===== config.mk =====
export PLATFORM = sky130hd
export DESIGN_NAME = video_timing
export DESIGN_NICKNAME = d
export VERILOG_FILES = /design/src/common/video_pkg.sv /design/src/video/video_timing.sv
export SDC_FILE = /design/constraint.sdc
export NUM_CORES = 1
export LEC_CHECK = 0
export BUFFER_PORTS_ARGS = -buffer_cell sky130_fd_sc_hd__buf_2
export CAP_MARGIN = 20
export CORE_UTILIZATION = 49
export CTS_BUF_LIST = sky130_fd_sc_hd__clkbuf_8
export CTS_CLUSTER_SIZE = 12
export DETAILED_ROUTE_END_ITERATION = 8
export PLACE_DENSITY_LB_ADDON = 0.1
export SLEW_MARGIN = 20
export SYNTH_ARGS = -nofsm -noshare
export SYNTH_HDL_FRONTEND = slang
export SYNTH_SLANG_ARGS = --single-unit

===== constraint.sdc =====
create_clock -name audgen_mclk -period 2.3 [get_ports audgen_mclk]
set_input_delay 0.345 -clock audgen_mclk [delete_from_list [all_inputs] [get_ports audgen_mclk]]
set_output_delay 0.345 -clock audgen_mclk [all_outputs]
set_load 0.02 [all_outputs]

===== src/common/video_pkg.sv =====
////////////////////////////////////////////////////////////
// video test-signal constants
// pixel and coordinate widths, pattern colours and the
// layout of the endline control word
////////////////////////////////////////////////////////////

`default_nettype none

package video_pkg;

  // word widths
  localparam int pixel_w = 24;
  localparam int coord_w = 10;

  // hs column, keeps hs away from the vs cycle at column 0
  localparam int hs_offset = 3;

  // pattern colours, rgb888
  localparam logic [pixel_w-1:0] color_black  = 24'h000000;
  localparam logic [pixel_w-1:0] color_red    = 24'hff0000;
  localparam logic [pixel_w-1:0] color_green  = 24'h00ff00;
  localparam logic [pixel_w-1:0] color_blue   = 24'h0000ff;
  localparam logic [pixel_w-1:0] color_yellow = 24'hffff80;
  localparam logic [pixel_w-1:0] color_white  = 24'hffffff;
  localparam logic [pixel_w-1:0] color_purple = 24'ha00080;

  ////////////////////////////////////////////////////////////
  // endline word
  ////////////////////////////////////////////////////////////

  // slot index sits in the top bits, everything below is zero
  localparam int endline_slot_lsb = 13;
  localparam int slot_w           = pixel_w - endline_slot_lsb;

  // scaler slots for the two widths
  localparam logic [slot_w-1:0] slot_undocked = 11'd0;
  localparam logic [slot_w-1:0] slot_docked   = 11'd1;

endpackage

`default_nettype wire


===== src/video/video_timing.sv =====
////////////////////////////////////////////////////////////
// video raster timing
// column/row counters, sync and window decode, and the
// dock-driven active width switch at the frame boundary
////////////////////////////////////////////////////////////

`timescale 1ns/1ps
`default_nettype none

module video_timing #(
  parameter int h_total           = 400,
  parameter int h_bporch          = 10,
  parameter int h_active_undocked = 200,
  parameter int h_active_docked   = 320,
  parameter int v_total           = 512,
  parameter int v_bporch          = 10,
  parameter int v_active          = 180
) (
  input  logic                          audgen_mclk,
  input  logic                          reset_n,
  input  logic                          docked,
  output logic [video_pkg::coord_w-1:0] x,
  output logic [video_pkg::coord_w-1:0] y,
  output logic                          hs_pulse,
  output logic                          vs_pulse,
  output logic                          in_active,
  output logic                          first_row,
  output logic                          last_row,
  output logic                          first_col,
  output logic                          last_col,
  output logic                          endline_strobe,
  output logic [video_pkg::slot_w-1:0]  endline_slot,
  output logic                          frame_docked
);
  import video_pkg::*;

  // raster positions in counter width
  localparam logic [coord_w-1:0] x_last   = coord_w'(h_total - 1);
  localparam logic [coord_w-1:0] y_last   = coord_w'(v_total - 1);
  localparam logic [coord_w-1:0] x_start  = coord_w'(h_bporch);
  localparam logic [coord_w-1:0] y_start  = coord_w'(v_bporch);
  localparam logic [coord_w-1:0] y_end    = coord_w'(v_bporch + v_active);
  localparam logic [coord_w-1:0] y_final  = coord_w'(v_bporch + v_active - 1);
  localparam logic [coord_w-1:0] width_ud = coord_w'(h_active_undocked);
  localparam logic [coord_w-1:0] width_d  = coord_w'(h_active_docked);

  // current width and the width for the next frame
  logic [coord_w-1:0] h_active;
  logic [coord_w-1:0] h_active_next;
  // first column past the active pixels
  logic [coord_w-1:0] x_end;
  // docked level seen at the last endline check
  logic               docked_last;
  logic               endline_pos;

  assign x_end = h_active + x_start;

  ////////////////////////////////////////////////////////////
  // counters
  ////////////////////////////////////////////////////////////

  always_ff @(posedge audgen_mclk or negedge reset_n) begin
    if (!reset_n) begin
      x        <= '0;
      y        <= '0;
      h_active <= width_ud;
    end else if (x == x_last) begin
      x <= '0;
      if (y == y_last) begin
        y <= '0;
        // width only changes between frames
        h_active <= h_active_next;
      end else begin
        y <= y + 1'b1;
      end
    end else begin
      x <= x + 1'b1;
    end
  end

  // sync points
  assign vs_pulse = (x == '0) && (y == '0);
  assign hs_pulse = (x == coord_w'(hs_offset));

  // active window and its edges
  assign in_active = (x >= x_start) && (x < x_end) && (y >= y_start) && (y < y_end);
  assign first_row = (y == y_start);
  assign last_row  = (y == y_final);
  assign first_col = (x == x_start);
  assign last_col  = (x == x_end - 1'b1);

  ////////////////////////////////////////////////////////////
  // width switch
  ////////////////////////////////////////////////////////////

  // just past the last pixel of the last active line
  assign endline_pos    = (x == x_end) && (y == y_final);
  assign endline_strobe = endline_pos && (docked != docked_last);
  assign endline_slot   = docked ? slot_docked : slot_undocked;
  assign frame_docked   = docked_last;

  // starts undocked
  always_ff @(posedge audgen_mclk or negedge reset_n) begin
    if (!reset_n) begin
      docked_last   <= 1'b0;
      h_active_next <= width_ud;
    end else if (endline_strobe) begin
      docked_last   <= docked;
      h_active_next <= docked ? width_d : width_ud;
    end
  end

  // vs at column 0, hs at hs_offset, never the same clock
  a_sync_apart : assert property (@(posedge audgen_mclk) disable iff (!reset_n)
    !(hs_pulse && vs_pulse));

endmodule

`default_nettype wire

=== Word-level counts from Yosys, hierarchy flattened ===
Index checks and enable logic that the tools add are counted.
W data, S select, Z words.

* Register bits after elaboration: 41
* Latch bits: 0
* Memory bits (writable): 0
* Memory bits (read-only): 0
* Input bits: 3
* Output and inout port bits: 40
* Word-level logic and storage cells: 35
* Memories: 0

* $add $sub $neg: 4
* Multiply operators: 0
* Div/mod/pow operators: 0
* Order comparisons: 4
* Equality and inequality tests: 9
* Shift-type cells: 0
* Mux-type cells: 4
* Bitwise operators: 0
* Reduce and logical (&&, ||, !) cells: 9

{| class="wikitable"
|+ Operators with widths
! cell !! count
|-
| $add A10 B1 Y10 const B || 2
|-
| $eq A10 B10 Y1 || 2
|-
| $eq A10 B4 Y1 const B || 2
|-
| $eq A10 B9 Y1 const B || 2
|-
| $ge A10 B4 Y1 const B || 2
|-
| $logic_not A10 Y1 || 2
|-
| $mux W10 || 2
|-
| $add A10 B4 Y10 const B || 1
|-
| $eq A10 B2 Y1 const B || 1
|-
| $eq A10 B8 Y1 const B || 1
|-
| $lt A10 B10 Y1 || 1
|-
| $lt A10 B8 Y1 const B || 1
|-
| $sub A10 B1 Y10 const B || 1
|-
| $mux W9 || 1
|-
| $logic_and A1 B1 Y1 || 6
|-
| $reduce_and A2 Y1 || 1
|-
| $mux W1 || 1
|-
| $ne A1 B1 Y1 || 1
|}

=== Longest topological paths before layout ===
* Depth after elaboration: 5
* Gate-level depth with buffers: 6
* Mapped depth without buffers: 6

=== Worst setup path before layout ===
No wires, ideal clock.

* Path kind: reg2out
* From: reg x[4] (netlist bit)
* To: out hs_pulse
* Arrival time: 2.237 ns
* Required time: 1.955 ns
* Path slack: -0.282 ns
* Cell stages (with the launch flop): 4
* Cells stage by stage: dfrtp_1 or4_4 or3_1 nor4b_1

* Word-level cells in the longest chain between the ends: 1

{| class="wikitable"
|+ RTL lines
! item !! RTL line !! RTL
|-
| start: declaration || video_timing.sv:22 || <nowiki>output logic [video_pkg::coord_w-1:0] x,</nowiki>
|-
| start signal: assignment || video_timing.sv:77 || <nowiki>x <= x + 1'b1;</nowiki>
|-
| $eq A10 B2 Y1 || video_timing.sv:83 || <nowiki>assign hs_pulse = (x == coord_w'(hs_offset));</nowiki>
|-
| end: declaration || video_timing.sv:24 || <nowiki>output logic hs_pulse,</nowiki>
|}

Every way passes these cells.

=== Worst setup path after layout ===
* From: reg x[5] (netlist bit)
* To: out in_active

* Word-level cells in the longest chain between the ends: 4
* Elaborated cells on any way between the ends: 5
* Those cells by class: order compare (2); reduce/logical (3)

{| class="wikitable"
|+ RTL lines
! item !! RTL line !! RTL
|-
| $ge A10 B4 Y1 or $lt A10 B10 Y1 (tied branches) || video_timing.sv:86 || <nowiki>assign in_active = (x >= x_start) && (x < x_end) && (y >= y_start) && (y < y_end);</nowiki>
|-
| $logic_and A1 B1 Y1 (*) (3 in a row) || video_timing.sv:86 ||
|-
| end: declaration || video_timing.sv:26 || <nowiki>output logic in_active,</nowiki>
|}

Every way passes the cells marked *; elsewhere a longest branch is shown, timed or not.

==> Implementation_results.wiki <==
{| class="wikitable"
! Metric !! Value
|-
| Global-route wire length before repair || around 6300 um
|-
| Area share of xor/xnor cells in the synthesized design || ~5.5%
|-
| DRC violations left || 0
|-
| Worst vdd rail ir drop || about 0.32 mV
|-
| Clk pwr share || between 30% and 40%
|-
| Combinational fraction of design power || approximately 3.7%
|-
| Setup crit end kind || output pin
|-
| Cts-stage hold buffer count || 0
|-
| Internal power summed over all cells || around 580 uW
|-
| Arr. time, crit path || ~2.0 ns
|-
| Core area || 3050 sq um
|-
| Routability congestion estimate || about 0.91
|-
| Count of port buffers added during placement || 32
|-
| Worst-path maximum fanout || 4
|-
| Power density over cell area || approximately 370 nW/um^2
|-
| Part of the Yosys area used for sequential elements || 38.0%
|-
| Leftover overflow at the end of global routing || 0
|-
| Net switching power figure || about 170 uW
|-
| Data required, critical path || about 2 ns
|-
| Cell with the most instances after synthesis || dfrtp_1
|-
| Failing checks || negative setup slack
|-
| Most numerous cell types in the synthesized netlist || dfrtp_1 (22), ha_1 (12), nand2_1 (12), buf_4 (11), nor2_1 (11)
|-
| Post-synthesis instance area || approximately 1600 sq um
|-
| Final wirelength || a little under 4000 um
|-
| Area share of fa/ha/maj cells after synthesis || a little under a tenth
|-
| Min Tclk post-route || 2.34 ns
|-
| Number of vias in the routed layout || 1445
|-
| Final design utilization || between 60% and 70%
|-
| Slew @ Worst Pin || approximately 0.55 ns
|-
| Tot GR Track Use || between 20% and 30%
|-
| Number of distinct library cell variants in the gate-level netlist after synthesis || between 40 and 50
|-
| Row count || 20
|-
| Cell leakage power || just under 0.001 uW
|-
| Detail Placement HPWL || between 2000 and 3000 um
|-
| Most frequently used flop master after synthesis || dfrtp_1
|-
| Initial cell density of the core || 52.0%
|-
| Worst-skew pair later-pin latency || approximately 0.27 ns
|-
| Clk pin slew, worst setup/hold paths || about 0.090 ns
|-
| Path class of the lowest-slack min-delay path || input port to asynchronous set/reset pin
|-
| Largest net degree at the start of global routing || 25
|-
| Slack of the critical path || -0.0413 ns
|-
| Count of filler cells inserted in the layout || ~260
|-
| Seq pwr share || a little under three fifths
|-
| Share of the cycle needed by the critical path after routing || 102%
|-
| TritonCTS buffer count || 3
|-
| Total number of yosys warnings || 0
|-
| Number of global-route vias before repair || approximately 1300
|-
| Clock Skews || approximately 0.0095 ns
|-
| Height of the chip || 58.9 um
|-
| Setup violations, final || 3
|-
| Fraction of final layout cells sized beyond drive strength 1 || 36.8%
|-
| Nature of the critical path startpoint || flip-flop
|-
| Top area cells in the synthesized netlist || dfrtp_1 (35%), ha_1 (9.4%), buf_4 (5.2%), dfstp_2 (3.3%), mux2_2 (2.8%)
|-
| Unrepaired setup endpoints after global routing || true
|-
| EDFF count, synth || 0
|-
| Crit Path Class || flip-flop to output pin
|-
| Maximum root-to-sink buffer count || 2
|-
| Post-layout nets || roughly 230
|-
| Multiplexer share of the synthesized area || under 10%
|-
| FF+latch area || 604 sq um
|-
| Worst max-slew margin expressed relative to the limit || 63.1%
|-
| Number of search-and-repair iterations in the first detailed-routing pass || 4
|-
| Max H-tree Level || 1
|-
| Antenna violations before repair || 0
|-
| TritonCTS clock tree || done
|-
| Starting DRC count in detailed routing || between 50 and 60
|-
| I/O pin count || 43
|-
| Die footprint || between 3000 and 4000 sq um
|-
| Top-area cell type share of the netlist area || 34.6%
|-
| Combinational family with the most area after synthesis || simple AND/OR/NAND/NOR gates
|-
| Max-cap viol count || 0
|-
| Status || complete, but fails checks
|-
| Area leader, netlist || dfrtp_1
|-
| Final number of max-transition violations || 0
|-
| Seq cells post-synth || 24
|-
| Smallest hold slack || ~0.040 ns
|-
| Power, Total || between 700 and 800 uW
|-
| Root Buffer || clkbuf_8
|-
| Area growth, synth to finish || 27.5%
|-
| Sinks on the clock net || 24
|-
| Hold Fails Final Rpt || 0
|-
| Die X-Extent || roughly 60 um
|-
| Post-synthesis compound-gate area fraction || under 10%
|-
| Max Fclk || 0.427 GHz
|-
| Routed wirelength normalized by instance count || ~15 um
|-
| Number of nets with antenna violations after routing || 0
|-
| Multi-input combinational cell area || between 900 and 1000 sq um
|-
| Average cell area after synthesis || approximately 9.6 sq um
|-
| Aggregate negative setup slack || -0.0896 ns
|-
| Simple-gate share of the synthesized area || approximately 25%
|-
| Via-to-Cell Ratio || approximately 5.6
|-
| Share of synthesized registers carrying an async set or reset || between 90% and 100%
|-
| Switch share || 22.8%
|-
| Post-Synthesis Cells || 165
|-
| Antenna cells || 0
|}
-- flip-flops by register name, indices dropped and copies added, names as in the netlist --
register       cells
frame_docked       1
h_active           2
h_active_next      1
x                 10
y                 10
-- kinds of logic (layout without fill, tap and decap cells) --
logic type,Yosys count,after routing
AOI/OAI and AO/OA,21,21
xor gates and xnor gates,10,10
adders and majority gates,12,12
buffers and inverters,23,61
DFF,24,24
muxes,7,7
other,1,10
and+or+nand+nor,67,67
-- final timing paths --
check | startpoint | to | slack [ns] | cells after the start
max reg2reg | x[5] | y[9] | 0.09 | 5
min | reset_n | x[6] | 0.04 | 1
max in group asynchronous | reset_n | x[3] | 1.87 | 1
min reg2reg | h_active_next[7] | h_active[7] | 0.51 | 2
max | x[5] | in_active | -0.04 | 5
min in group audgen_mclk | docked | h_active_next[7] | 0.26 | 2
-- power by group through the flow --
stage | combinational, uW | sequential (uW) | clock (uW)
after floorplan | 30.6 | 430 | 0
after global placement | 27.8 | 430 | 0
after detailed placement | 28.0 | 430 | 0
after CTS | 28.1 | 422 | 303
after global routing | 31.2 | 422 | 324
final | 27.6 | 422 | 299
-- cells in the final DEF, fill, tap and decap left out, types with 2 or more instances in the layout --
cell type / Yosys / layout
buf_2: 0 / 28
buf_4: 11 / 22
dfrtp_1: 22 / 21
nand2_1: 12 / 12
ha_1: 12 / 11
nor2_1: 11 / 10
conb_1: 1 / 10
inv_1: 7 / 7
nand3_1: 7 / 7
nor3_1: 8 / 7
o21ai_0: 7 / 6
xnor2_1: 5 / 5
and3_1: 5 / 5
xor2_1: 5 / 5
mux2_2: 4 / 4
a22o_1: 4 / 4
clkbuf_8: 0 / 4
and2_1: 3 / 3
nor4_2: 1 / 3
nand4_1: 2 / 2
o21a_1: 2 / 2
nor3_2: 1 / 2
or3_4: 0 / 2
or3_1: 4 / 2
and4_1: 2 / 2
nand4b_1: 2 / 2
a21oi_1: 3 / 2
mux2i_1: 2 / 2
dfstp_2: 2 / 2
-- stage by stage --
stage | cells | cell area (sq um) | worst slack, ns
final | 256 | 2030 | -0.0413
after floorplan | 174 | 1640 | -0.0324
after global routing | 256 | 2030 | -0.103
after detailed placement | 250 | 1870 | 0.136
after CTS | 256 | 1960 | -0.0668
after global placement | 250 | 1870 | 0.180
-- worst max-delay path: stages (launching register included) --
cell,delay [ns]
dfrtp_1,0.39
or4_4,0.54
or3_4,0.39
a21oi_2,0.17
a2111oi_4,0.07
buf_4,0.17
-- timing repair --
action,CTS,global route
gates resized for setup,6,12
endpoints found under the hold margin,0,0
endpoints found under the setup margin,4,11
pin swaps,4,3
buffers inserted,2,0
-- layer usage --
metal  share of wire (%)  track usage [%]  routed length (um)
met1                  47             32.7                1850
met2                  46             39.1                1820
met3                 4.7             3.30                 187
met4                 2.8             9.86                 109
met5                   0                0                   0
-- final cells by class --
| class | instances | area share (%) |
|---|---|---|
| multi-input combinational | 127 | 48.4 |
| timing repair buffer | 50 | 15.1 |
| tap | 44 | 2.72 |
| clock buffer | 4 | 2.72 |
| inverter | 7 | 1.30 |
| sequential | 24 | 29.8 |
Power figures use the tool's default switching activity.
